===== src/design/dbg_params.svh =====
// ----------------------------
// Debug subsystem parameters
// Comparator count and register port word offsets
// ----------------------------
`ifndef DBG_PARAMS_SVH
`define DBG_PARAMS_SVH

// Comparators present, 1 or 2
`define DBG_NUM_WPT 2

// Word offsets on i_ppb_addr[11:2]
`define DBG_ADDR_CTRL   10'h000 // Byte 0x000
`define DBG_ADDR_PCSR   10'h007 // Byte 0x01C
`define DBG_ADDR_COMP0  10'h008 // Byte 0x020
`define DBG_ADDR_MASK0  10'h009 // Byte 0x024
`define DBG_ADDR_FUNC0  10'h00A // Byte 0x028
`define DBG_ADDR_COMP1  10'h00C // Byte 0x030
`define DBG_ADDR_MASK1  10'h00D // Byte 0x034
`define DBG_ADDR_FUNC1  10'h00E // Byte 0x038
`define DBG_ADDR_DHCSR  10'h040 // Byte 0x100

`endif


===== src/design/dbg_pkg.sv =====
// ----------------------------
// Debug subsystem types
// Watchpoint function, access size, DWT selects
// ----------------------------
package dbg_pkg;

   // Bit 2 enable, bit 1 write, bit 0 read
   typedef enum logic [2:0] {
      WP_OFF   = 3'b000,  // Any value with bit 2 clear is off
      WP_PC    = 3'b100,  // PC match
      WP_READ  = 3'b101,
      WP_WRITE = 3'b110,
      WP_RW    = 3'b111
   } wp_func_e;

   // Core data access size
   typedef enum logic [1:0] {
      LS_BYTE = 2'b00,
      LS_HALF = 2'b01,
      LS_WORD = 2'b10
   } ls_size_e;

   // One-hot DWT register selects, CTRL in the top bit
   typedef struct packed {
      logic ctrl;
      logic pcsr;
      logic comp0;
      logic mask0;
      logic func0;
      logic comp1;
      logic mask1;
      logic func1;
   } dwt_sel_t;

endpackage


===== src/design/dbg_dwt.sv =====
// ----------------------------
// Data watchpoint unit
// Comparators, PCSR, CTRL and read data
// ----------------------------
`timescale 1ns/1ps

module dbg_dwt #(
   parameter int NUM_WPT = 2     // 1 or 2
) (
   input  logic              dclk,
   input  logic              dbg_reset_n,
   input  logic              i_hready,
   input  logic              i_trans,     // Core data transaction
   input  logic [31:0]       i_addr,
   input  logic              i_write,
   input  dbg_pkg::ls_size_e i_ls_size,
   input  logic              i_ia_ok,     // IAEX valid for sampling
   input  logic [30:0]       i_iaex,      // Halfword instruction address
   input  logic              i_pipefull,
   input  logic              i_halted,
   input  logic              i_dwt_en,
   input  dbg_pkg::dwt_sel_t i_sel,
   input  logic              i_ppb_write,
   input  logic [31:0]       i_wdata,
   output logic              o_event,
   output logic [31:0]       o_rdata
);

   logic              rtrans;
   logic              wtrans;
   logic [31:0]       pc;
   logic [1:0]        sel_comp;
   logic [1:0]        sel_mask;
   logic [1:0]        sel_func;
   logic [NUM_WPT-1:0] match;
   logic [31:0]       comp_rdata [NUM_WPT];
   logic              pcsr_ok;
   logic [31:0]       pcsr;
   logic [31:0]       ctrl;

   // ----------------------------
   // Shared comparator inputs
   // ----------------------------

   assign rtrans = i_trans & ~i_write;
   assign wtrans = i_trans &  i_write;
   assign pc     = {i_iaex, 1'b0};

   // Per comparator selects, index is comparator number
   assign sel_comp = {i_sel.comp1, i_sel.comp0};
   assign sel_mask = {i_sel.mask1, i_sel.mask0};
   assign sel_func = {i_sel.func1, i_sel.func0};

   for (genvar g = 0; g < NUM_WPT; g++) begin : gen_wpt
      dbg_wp_comparator u_comp (
         .dclk        (dclk),
         .dbg_reset_n (dbg_reset_n),
         .i_en        (i_dwt_en),
         .i_hready    (i_hready),
         .i_rtrans    (rtrans),
         .i_wtrans    (wtrans),
         .i_execute   (i_pipefull),   // Executing instr is a PC transaction
         .i_addr      (i_addr),
         .i_size      (i_ls_size),
         .i_pc        (pc),
         .i_sel_comp  (sel_comp[g]),
         .i_sel_mask  (sel_mask[g]),
         .i_sel_func  (sel_func[g]),
         .i_write     (i_ppb_write),
         .i_wdata     (i_wdata),
         .o_match     (match[g]),
         .o_rdata     (comp_rdata[g])
      );
   end

   assign o_event = |match;   // Any comparator

   // ----------------------------
   // PCSR and CTRL
   // ----------------------------

   // All ones when halted or in exception space
   assign pcsr_ok = i_ia_ok & ~i_halted & (i_iaex[30:27] != 4'hF);
   assign pcsr    = pc | {32{~pcsr_ok}};
   assign ctrl    = {4'(NUM_WPT), 28'b0};   // NUMCOMP in 31:28

   // Read mux, selects are one-hot
   always_comb begin
      o_rdata = ({32{i_sel.ctrl}} & ctrl) | ({32{i_sel.pcsr}} & pcsr);
      for (int i = 0; i < NUM_WPT; i++) begin
         o_rdata = o_rdata | comp_rdata[i];
      end
   end

endmodule


===== src/design/dbg_halt_ctrl.sv =====
// ----------------------------
// Halt controller
// DHCSR debug enable and halted state
// ----------------------------
`timescale 1ns/1ps

module dbg_halt_ctrl (
   input  logic        dclk,
   input  logic        dbg_reset_n,
   input  logic        i_sel,       // DHCSR select
   input  logic        i_write,
   input  logic [31:0] i_wdata,
   input  logic        i_event,     // Watchpoint event
   input  logic        i_hready,
   output logic        o_dwt_en,
   output logic        o_halted,
   output logic [31:0] o_rdata
);

   logic debugen_q;  // C_DEBUGEN
   logic halted_q;   // S_HALT
   logic dhcsr_wr;
   logic evt_halt;

   assign dhcsr_wr = i_sel & i_write;
   assign evt_halt = i_event & i_hready & debugen_q;   // Blocked by stall

   // ----------------------------
   // State
   // ----------------------------

   always_ff @(posedge dclk or negedge dbg_reset_n) begin
      if (!dbg_reset_n) begin
         debugen_q <= 1'b0;
         halted_q  <= 1'b0;
      end else begin
         if (dhcsr_wr) begin
            debugen_q <= i_wdata[0];
            halted_q  <= i_wdata[1];   // C_HALT sets or releases
         end else if (evt_halt) begin
            halted_q  <= 1'b1;
         end
      end
   end

   assign o_dwt_en = debugen_q;
   assign o_halted = halted_q;

   // ----------------------------
   // DHCSR read
   // ----------------------------

   always_comb begin
      o_rdata = '0;
      if (i_sel) begin
         o_rdata[17] = halted_q;   // S_HALT
         o_rdata[1]  = halted_q;   // C_HALT
         o_rdata[0]  = debugen_q;  // C_DEBUGEN
      end
   end

endmodule


===== src/design/dbg_ppb_decode.sv =====
// ----------------------------
// Register port decoder
// Turns the word offset into one-hot DWT and DHCSR selects
// ----------------------------
`timescale 1ns/1ps
`include "dbg_params.svh"

module dbg_ppb_decode (
   input  logic              dclk,
   input  logic              dbg_reset_n,
   input  logic              i_ppb_sel,    // Valid access this cycle
   input  logic              i_ppb_write,  // Write not read
   input  logic [11:2]       i_ppb_addr,   // Word offset
   output dbg_pkg::dwt_sel_t o_dwt_sel,
   output logic              o_dhcsr_sel,
   output logic              o_ppb_write   // Shared write strobe
);

   // Comparator 1 decode only when it exists
   localparam bit HAS_WPT1 = (`DBG_NUM_WPT > 1);

   logic port_en_q;  // Port open once out of reset
   logic acc;        // Qualified access

   // ----------------------------
   // Port enable
   // ----------------------------

   // Holds off accesses for the first edge after reset so that every
   // register block leaves reset before it sees a strobe
   always_ff @(posedge dclk or negedge dbg_reset_n) begin
      if (!dbg_reset_n) begin
         port_en_q <= 1'b0;
      end else begin
         port_en_q <= 1'b1;
      end
   end

   assign acc = i_ppb_sel & port_en_q;

   // ----------------------------
   // Address match
   // ----------------------------

   always_comb begin
      o_dwt_sel.ctrl  = acc & (i_ppb_addr == `DBG_ADDR_CTRL);
      o_dwt_sel.pcsr  = acc & (i_ppb_addr == `DBG_ADDR_PCSR);
      o_dwt_sel.comp0 = acc & (i_ppb_addr == `DBG_ADDR_COMP0);
      o_dwt_sel.mask0 = acc & (i_ppb_addr == `DBG_ADDR_MASK0);
      o_dwt_sel.func0 = acc & (i_ppb_addr == `DBG_ADDR_FUNC0);
      // Second comparator, absent reads as unmapped
      o_dwt_sel.comp1 = HAS_WPT1 & acc & (i_ppb_addr == `DBG_ADDR_COMP1);
      o_dwt_sel.mask1 = HAS_WPT1 & acc & (i_ppb_addr == `DBG_ADDR_MASK1);
      o_dwt_sel.func1 = HAS_WPT1 & acc & (i_ppb_addr == `DBG_ADDR_FUNC1);
   end

   assign o_dhcsr_sel = acc & (i_ppb_addr == `DBG_ADDR_DHCSR);

   // Direction only, consumers form their own enables
   assign o_ppb_write = acc & i_ppb_write;

endmodule


===== src/design/dbg_top.sv =====
// ----------------------------
// Debug watchpoint subsystem
// Register decode, watchpoint unit, halt control
// ----------------------------
`timescale 1ns/1ps
`include "dbg_params.svh"

module dbg_top (
   input  logic              dclk,
   input  logic              dbg_reset_n,
   // Register port
   input  logic              i_ppb_sel,
   input  logic              i_ppb_write,
   input  logic [11:2]       i_ppb_addr,
   input  logic [31:0]       i_ppb_wdata,
   // Core side
   input  logic              i_trans,
   input  logic [31:0]       i_addr,
   input  logic              i_write,
   input  dbg_pkg::ls_size_e i_ls_size,
   input  logic              i_hready,
   input  logic              i_pipefull,
   input  logic [30:0]       i_iaex,
   input  logic              i_ia_ok,
   output logic [31:0]       o_ppb_rdata,
   output logic              o_dwt_event,
   output logic              o_halted
);

   import dbg_pkg::*;

   dwt_sel_t    dwt_sel;
   logic        dhcsr_sel;
   logic        ppb_write;
   logic        dwt_en;
   logic [31:0] dwt_rdata;
   logic [31:0] dhcsr_rdata;

   dbg_ppb_decode u_decode (
      .dclk        (dclk),
      .dbg_reset_n (dbg_reset_n),
      .i_ppb_sel   (i_ppb_sel),
      .i_ppb_write (i_ppb_write),
      .i_ppb_addr  (i_ppb_addr),
      .o_dwt_sel   (dwt_sel),
      .o_dhcsr_sel (dhcsr_sel),
      .o_ppb_write (ppb_write)
   );

   dbg_dwt #(.NUM_WPT(`DBG_NUM_WPT)) u_dwt (
      .dclk        (dclk),
      .dbg_reset_n (dbg_reset_n),
      .i_hready    (i_hready),
      .i_trans     (i_trans),
      .i_addr      (i_addr),
      .i_write     (i_write),
      .i_ls_size   (i_ls_size),
      .i_ia_ok     (i_ia_ok),
      .i_iaex      (i_iaex),
      .i_pipefull  (i_pipefull),
      .i_halted    (o_halted),     // Halt feeds PCSR
      .i_dwt_en    (dwt_en),
      .i_sel       (dwt_sel),
      .i_ppb_write (ppb_write),
      .i_wdata     (i_ppb_wdata),
      .o_event     (o_dwt_event),
      .o_rdata     (dwt_rdata)
   );

   dbg_halt_ctrl u_halt (
      .dclk        (dclk),
      .dbg_reset_n (dbg_reset_n),
      .i_sel       (dhcsr_sel),
      .i_write     (ppb_write),
      .i_wdata     (i_ppb_wdata),
      .i_event     (o_dwt_event),
      .i_hready    (i_hready),
      .o_dwt_en    (dwt_en),
      .o_halted    (o_halted),
      .o_rdata     (dhcsr_rdata)
   );

   // Unselected sources return zero
   assign o_ppb_rdata = dwt_rdata | dhcsr_rdata;

endmodule


===== src/design/dbg_wp_comparator.sv =====
// ----------------------------
// Watchpoint comparator
// COMP, MASK, FUNC registers, address/PC match and MATCHED
// ----------------------------
`timescale 1ns/1ps

module dbg_wp_comparator (
   input  logic              dclk,
   input  logic              dbg_reset_n,
   input  logic              i_en,        // Unit enable (C_DEBUGEN)
   input  logic              i_hready,    // Core advances
   input  logic              i_rtrans,    // Data read
   input  logic              i_wtrans,    // Data write
   input  logic              i_execute,   // Instruction executing
   input  logic [31:0]       i_addr,
   input  dbg_pkg::ls_size_e i_size,
   input  logic [31:0]       i_pc,
   input  logic              i_sel_comp,
   input  logic              i_sel_mask,
   input  logic              i_sel_func,
   input  logic              i_write,     // Register write strobe
   input  logic [31:0]       i_wdata,
   output logic              o_match,
   output logic [31:0]       o_rdata
);

   import dbg_pkg::*;

   logic        comp_wr;
   logic        mask_wr;
   logic        func_wr;
   logic        func_rd;
   logic        mat_en;

   logic [31:0] comp_q;     // COMP
   logic [4:0]  mask_q;     // MASK
   wp_func_e    func_q;     // FUNCTION
   logic        matched_q;  // MATCHED

   logic        off;
   logic [4:0]  mask_eff;
   logic [31:0] mask_32;
   logic        pcmode;
   logic        cmp_1;
   logic        cmp_0;
   logic [31:0] test_val;
   logic [31:0] value;
   logic        addr_hit;
   logic        kind_ok;

   // ----------------------------
   // Register enables
   // ----------------------------

   assign comp_wr = i_sel_comp & i_write;
   assign mask_wr = i_sel_mask & i_write;
   assign func_wr = i_sel_func & i_write;
   assign func_rd = i_sel_func & ~i_write;   // Clear-on-read trigger
   assign mat_en  = func_rd | (o_match & i_hready);

   always_ff @(posedge dclk or negedge dbg_reset_n) begin
      if (!dbg_reset_n) begin
         comp_q    <= '1;
         mask_q    <= '1;
         func_q    <= WP_OFF;
         matched_q <= 1'b0;
      end else begin
         if (comp_wr) comp_q <= i_wdata;
         if (mask_wr) mask_q <= i_wdata[4:0];            // 5-bit mask
         if (func_wr) func_q <= wp_func_e'(i_wdata[2:0]);
         if (mat_en)  matched_q <= o_match;              // Clears when no hit
      end
   end

   // ----------------------------
   // Match logic
   // ----------------------------

   assign off      = ~func_q[2] | ~i_en;
   assign mask_eff = mask_q | {5{off}};        // Idle when off
   assign mask_32  = 32'hFFFF_FFFF << mask_eff;
   assign pcmode   = (func_q[1:0] == 2'b00);   // WP_PC when on
   assign cmp_1    = pcmode | (i_size != LS_WORD);
   assign cmp_0    = (i_size == LS_BYTE);
   assign test_val = {comp_q[31:2], comp_q[1] & cmp_1, comp_q[0] & cmp_0};
   assign value    = pcmode ? i_pc : i_addr;
   assign addr_hit = ((value & mask_32) == test_val);

   // Access kind against function
   assign kind_ok = (func_q[0] & i_rtrans) |
                    (func_q[1] & i_wtrans) |
                    (pcmode & i_execute);

   assign o_match = kind_ok & addr_hit & ~off;

   // ----------------------------
   // Read data
   // ----------------------------

   always_comb begin
      o_rdata = '0;
      if (i_sel_comp) o_rdata = comp_q;
      if (i_sel_mask) o_rdata = {27'b0, mask_q};
      if (i_sel_func) o_rdata = {7'b0, matched_q, 21'b0, func_q}; // MATCHED bit 24
   end

endmodule


===== config.mk =====
export PLATFORM = sky130hd
export DESIGN_NAME = dbg_top
export DESIGN_NICKNAME = d
export VERILOG_FILES = /design/src/design/dbg_pkg.sv /design/src/design/dbg_dwt.sv /design/src/design/dbg_halt_ctrl.sv /design/src/design/dbg_ppb_decode.sv /design/src/design/dbg_top.sv /design/src/design/dbg_wp_comparator.sv
export VERILOG_INCLUDE_DIRS = /design/src /design/src/design
export SDC_FILE = /design/constraint.sdc
export NUM_CORES = 1
export LEC_CHECK = 0
export BUFFER_PORTS_ARGS = -buffer_cell sky130_fd_sc_hd__clkbuf_2
export CORE_MARGIN = 2
export CORE_UTILIZATION = 40
export DETAILED_ROUTE_END_ITERATION = 8
export PLACE_DENSITY_LB_ADDON = 0.05
export RECOVER_POWER = 100
export SETUP_SLACK_MARGIN = 0.15
export SYNTH_ARGS = -nofsm -noshare
export SYNTH_HDL_FRONTEND = slang
export SYNTH_HIERARCHICAL = 1
export SYNTH_SLANG_ARGS = --single-unit
export TNS_END_PERCENT = 10

===== constraint.sdc =====
create_clock -name dclk -period 4.5 [get_ports dclk]
set_clock_uncertainty 0.1 [all_clocks]
set_input_delay 0.675 -clock dclk [delete_from_list [all_inputs] [get_ports dclk]]
set_output_delay 0.675 -clock dclk [all_outputs]
set_load 0.02 [all_outputs]

==> flow_summary.yaml <==
run_status:
  status: "complete, but fails checks"
  violated_checks: "max-capacitance violations, max-slew violations"
sta:
  layout_worst_path_cycle_share: 0.959
  rsz_0062_raised_after_global_routing: "no"
  period_minus_slack_ns: 4.31
  slew_violations: 89
  finalSetupViolations: 0
  clock.fmax_mhz: 232
  hold_viol_final: 0
  tns_ns: 0
  maxSlewHeadroom: -1.04
  worstMarginPinSlew_ns: 3.06
synthesis:
  synth.mux.area_fraction: 0.151
  synth_compound_area_frac: 0.170
  area_share_of_xor_xnor_cells_in_the_synthesized_design: 0.0547
  ys_warn_count: 6
  postSynthCellCount: 865
  synth_top_family_by_area: "simple AND/OR/NAND/NOR gates"
  synth_flop_cell: "sky130_fd_sc_hd__dfstp_2"
  seq_area_frac_synth: 0.289
  syn_area_sq_mm: 0.00768
  synthesis.area_per_instance_sq_um: 8.88
  synth-edff-count: 0
  synth_adder_area_share: 0
  yosys.cell_types.count: 75
  synth-seq-cells: 85
  post_synth_and_or_nand_nor_area_fraction: 0.255
  synth_async_sr_flop_share: 1.00
worst_setup_path:
  regToRegStartpoint: "u_dwt/gen_wpt[0].u_comp/func_q[1]"
  timing.critical_path.to_type: "output port"
  timing.critical_path.slowest_stage_cell: "sky130_fd_sc_hd__a2111oi_0"
  timing.reg2reg.worst_path_depth: 11
  type_of_element_launching_the_critical_path: "flop"
  critical_path_buf_inv_count: 2
  worst-endpoint-required_ns: 3.72
  largest_stage_delay_worst_path_ns: 0.62
  critical_path_arrival_ns: 3.54
  setup_cp_type: "reg2out"
  cpLargestDelayFamily: "simple AND/OR/NAND/NOR gates"
  crit_path_max_fanout: 13
  r2r_slack_ns: 1.13
  regToRegEndpoint: "u_halt/o_halted"
  worstPathCellList: "buf_4, or2_2, nor2_1, a2111o_1, xnor2_1, a2111oi_0, nand4_1, nor2_1, or2_2, clkbuf_1"
worst_hold_path:
  holdCritStartpoint: "u_dwt/gen_wpt[0].u_comp/matched_q"
  whs_endpoint: "u_dwt/gen_wpt[0].u_comp/matched_q"
  holdCritPathClass: "reg2reg"
  min_delay_path_depth: 2
global_routing:
  grt.overflow.total: 0
  grt_util_met1: 0.394
  grt_first_pass_wirelength_mm: 42.3
  globalRoute.busiestLayer: "met2"
  grt_pass1_vias: 6768
  largest_net_degree_at_the_start_of_global_routing: 56
  global_route.usage.met3: 0.0458
  grt_util_all_layers: 0.280
  initial_antenna_violation_count: 0
  grt.met2_usage: 0.445
clocking:
  cts.root.buffer_cell: "sky130_fd_sc_hd__clkbuf_16"
  h-tree-depth: 3
  tritoncts.num_buffers: 9
  path_clk_slew_ns: 0.07
  cts_tree: "yes"
  clock-sinks: 85
  hold_buffers: 0
  worstSkewPairLatency_ns: 0.35
  cts.path.max_buffers: 2
routing:
  post_detailed_route_count_of_antenna_violating_nets: 0
  route.detailed.vias_per_inst: 5.80
  drtIter0Drc: 684
  wl_per_cell_microns: 23.0
  drt_first_pass_iters: 5
  post-route-drc-count: 0
  route.final.wire_length_mm: 28.2
  vias: 7088
power_and_ir_drop:
  max-vdd-ir-drop_v: 0.000169
  power_density_mw_per_mm2: 201
  power.total_mw: 1.74
  power_leakage_nw: 4.13
place:
  globalplace.congestion: 0.881
  dp.cells: 1207
  port_buffers: 149
  detailedPlacementHpwl_mm: 20.6
cells_and_area:
  nFillCells: 1922
  layout-area-overhead-vs-synth_pct: 12.5
  num-nets-final: 1100
  commonest_cells_after_routing_fill_and_taps_aside: "sky130_fd_sc_hd__clkbuf_2 (119), sky130_fd_sc_hd__mux2_2 (80), sky130_fd_sc_hd__nand2_1 (79), sky130_fd_sc_hd__dfstp_2 (74), sky130_fd_sc_hd__nor2_1 (61)"
  post_layout_nonfiller_instances: 1223
  layout.cells.most_common: "sky130_fd_sc_hd__clkbuf_2"
  insertedDiodeCount: 0
  post_route_cells_drive_above_1_share: 0.357
floorplanning:
  boundaryPins: 150
  core-area_sq_mm: 0.0188
  placement_rows: 50
  start_util: 0.409
  dieArea_sq_mm: 0.0203
  dieHeight_microns: 143
  chipWidth_microns: 143
run:
  drv_cap: 2
[worst register-to-register path, stage by stage, from the launching register on]
cell	delay (ns)
sky130_fd_sc_hd__dfrtp_1	0.55
sky130_fd_sc_hd__buf_4	0.27
sky130_fd_sc_hd__or2_2	0.36
sky130_fd_sc_hd__nor2_1	0.08
sky130_fd_sc_hd__a2111o_1	0.36
sky130_fd_sc_hd__xnor2_1	0.17
sky130_fd_sc_hd__a2111oi_0	0.62
sky130_fd_sc_hd__nand4_1	0.27
sky130_fd_sc_hd__nor2_1	0.14
sky130_fd_sc_hd__or2_2	0.14
sky130_fd_sc_hd__nand3_1	0.08
sky130_fd_sc_hd__a2bb2oi_1	0.16
[state kept, by name (all words and copies together), names as in the netlist]
signal and flops:
u_decode/port_en_q 1, u_halt/o_dwt_en 1, u_dwt/gen_wpt.u_comp/mask_q 10, u_dwt/gen_wpt.u_comp/func_q 6
u_dwt/gen_wpt.u_comp/matched_q 2, u_halt/o_halted 1, u_dwt/gen_wpt.u_comp/comp_q 64
[per-layer routing]
layer / share of wire / wire length [microns]
met1: 0.45 / 12700
met2: 0.46 / 12800
met3: 0.071 / 1990
met4: 0.024 / 663
met5: 0 / 0
[timing repair]
item	4_1_cts	5_1_grt
setup endpoints to repair	1	1
resized for setup	1	1
buffers inserted	0	0
pin swaps	0	0
[per-stage QoR]
stage           util  cell area, sq um  worst slack [ns]  hold slack [ns]
2_1_floorplan      -              7790             0.963            0.279
3_3_place_gp   0.450              8440             0.520            0.444
3_5_place_dp   0.450              8440             0.546            0.435
4_1_cts        0.466              8740             0.336            0.301
5_1_grt        0.460              8640            0.0888            0.464
6_report       0.460              8640             0.185            0.449
[worst max path at each step]
stage                                           start              end  slack [ns]  cells past startpoint
floorplan                               i_ppb_addr[7]  o_ppb_rdata[29]        0.96                      9
global placement    u_dwt/gen_wpt[0].u_comp/func_q[1]      o_dwt_event        0.52                     10
detailed placement  u_dwt/gen_wpt[0].u_comp/func_q[1]      o_dwt_event        0.55                     10
CTS                 u_dwt/gen_wpt[0].u_comp/func_q[1]      o_dwt_event        0.34                     10
global route                            i_ppb_addr[7]  o_ppb_rdata[29]        0.09                     11
finish              u_dwt/gen_wpt[0].u_comp/func_q[1]      o_dwt_event        0.19                     10
[cell usage after synthesis (all sizes together) (11+ instances only)]
cell    instances  share of area
mux2           81           0.12
and3           53          0.043
nand2          80          0.039
nand4          12         0.0098
mux2i          24          0.031
o21ai          45          0.029
xor2           24          0.027
nor2           63          0.031
dfrtp          11          0.036
or2            36          0.029
o31ai          31          0.045
or3            14          0.013
dfstp          74           0.25
a21oi          25          0.016
xnor2          24          0.027
nand3          11         0.0072
nor4           12         0.0098
clkbuf         25          0.014
nor3           16          0.012
buf            68          0.063
[area by class of cell]
| class | instances | area (sq um) | area share |
|---|---|---|---|
| timing repair buffer | 172 | 851 | 0.0985 |
| tap | 234 | 293 | 0.0339 |
| clock buffer | 11 | 233 | 0.0269 |
| sequential | 85 | 2220 | 0.257 |
| clock inverter | 5 | 61.3 | 0.00710 |
| multi-input combinational | 710 | 4960 | 0.574 |
| inverter | 6 | 22.5 | 0.00261 |
[cells by family after synthesis]
kind of cell / Yosys count
and+or+nand+nor: 353
AOI/OAI and AO/OA: 172
muxes: 105
buffers and inverters: 99
DFF: 85
xor gates and xnor gates: 48
other: 3
[where the power goes]
| part | leakage, nW | total (mW) | internal (mW) | switching [mW] |
|---|---|---|---|---|
| logic | 3.07 | 0.198 | 0.0716 | 0.127 |
| registers | 0.913 | 0.771 | 0.769 | 0.00198 |
| clock network | 0.144 | 0.769 | 0.434 | 0.335 |
(Power assumes the default switching activity.)
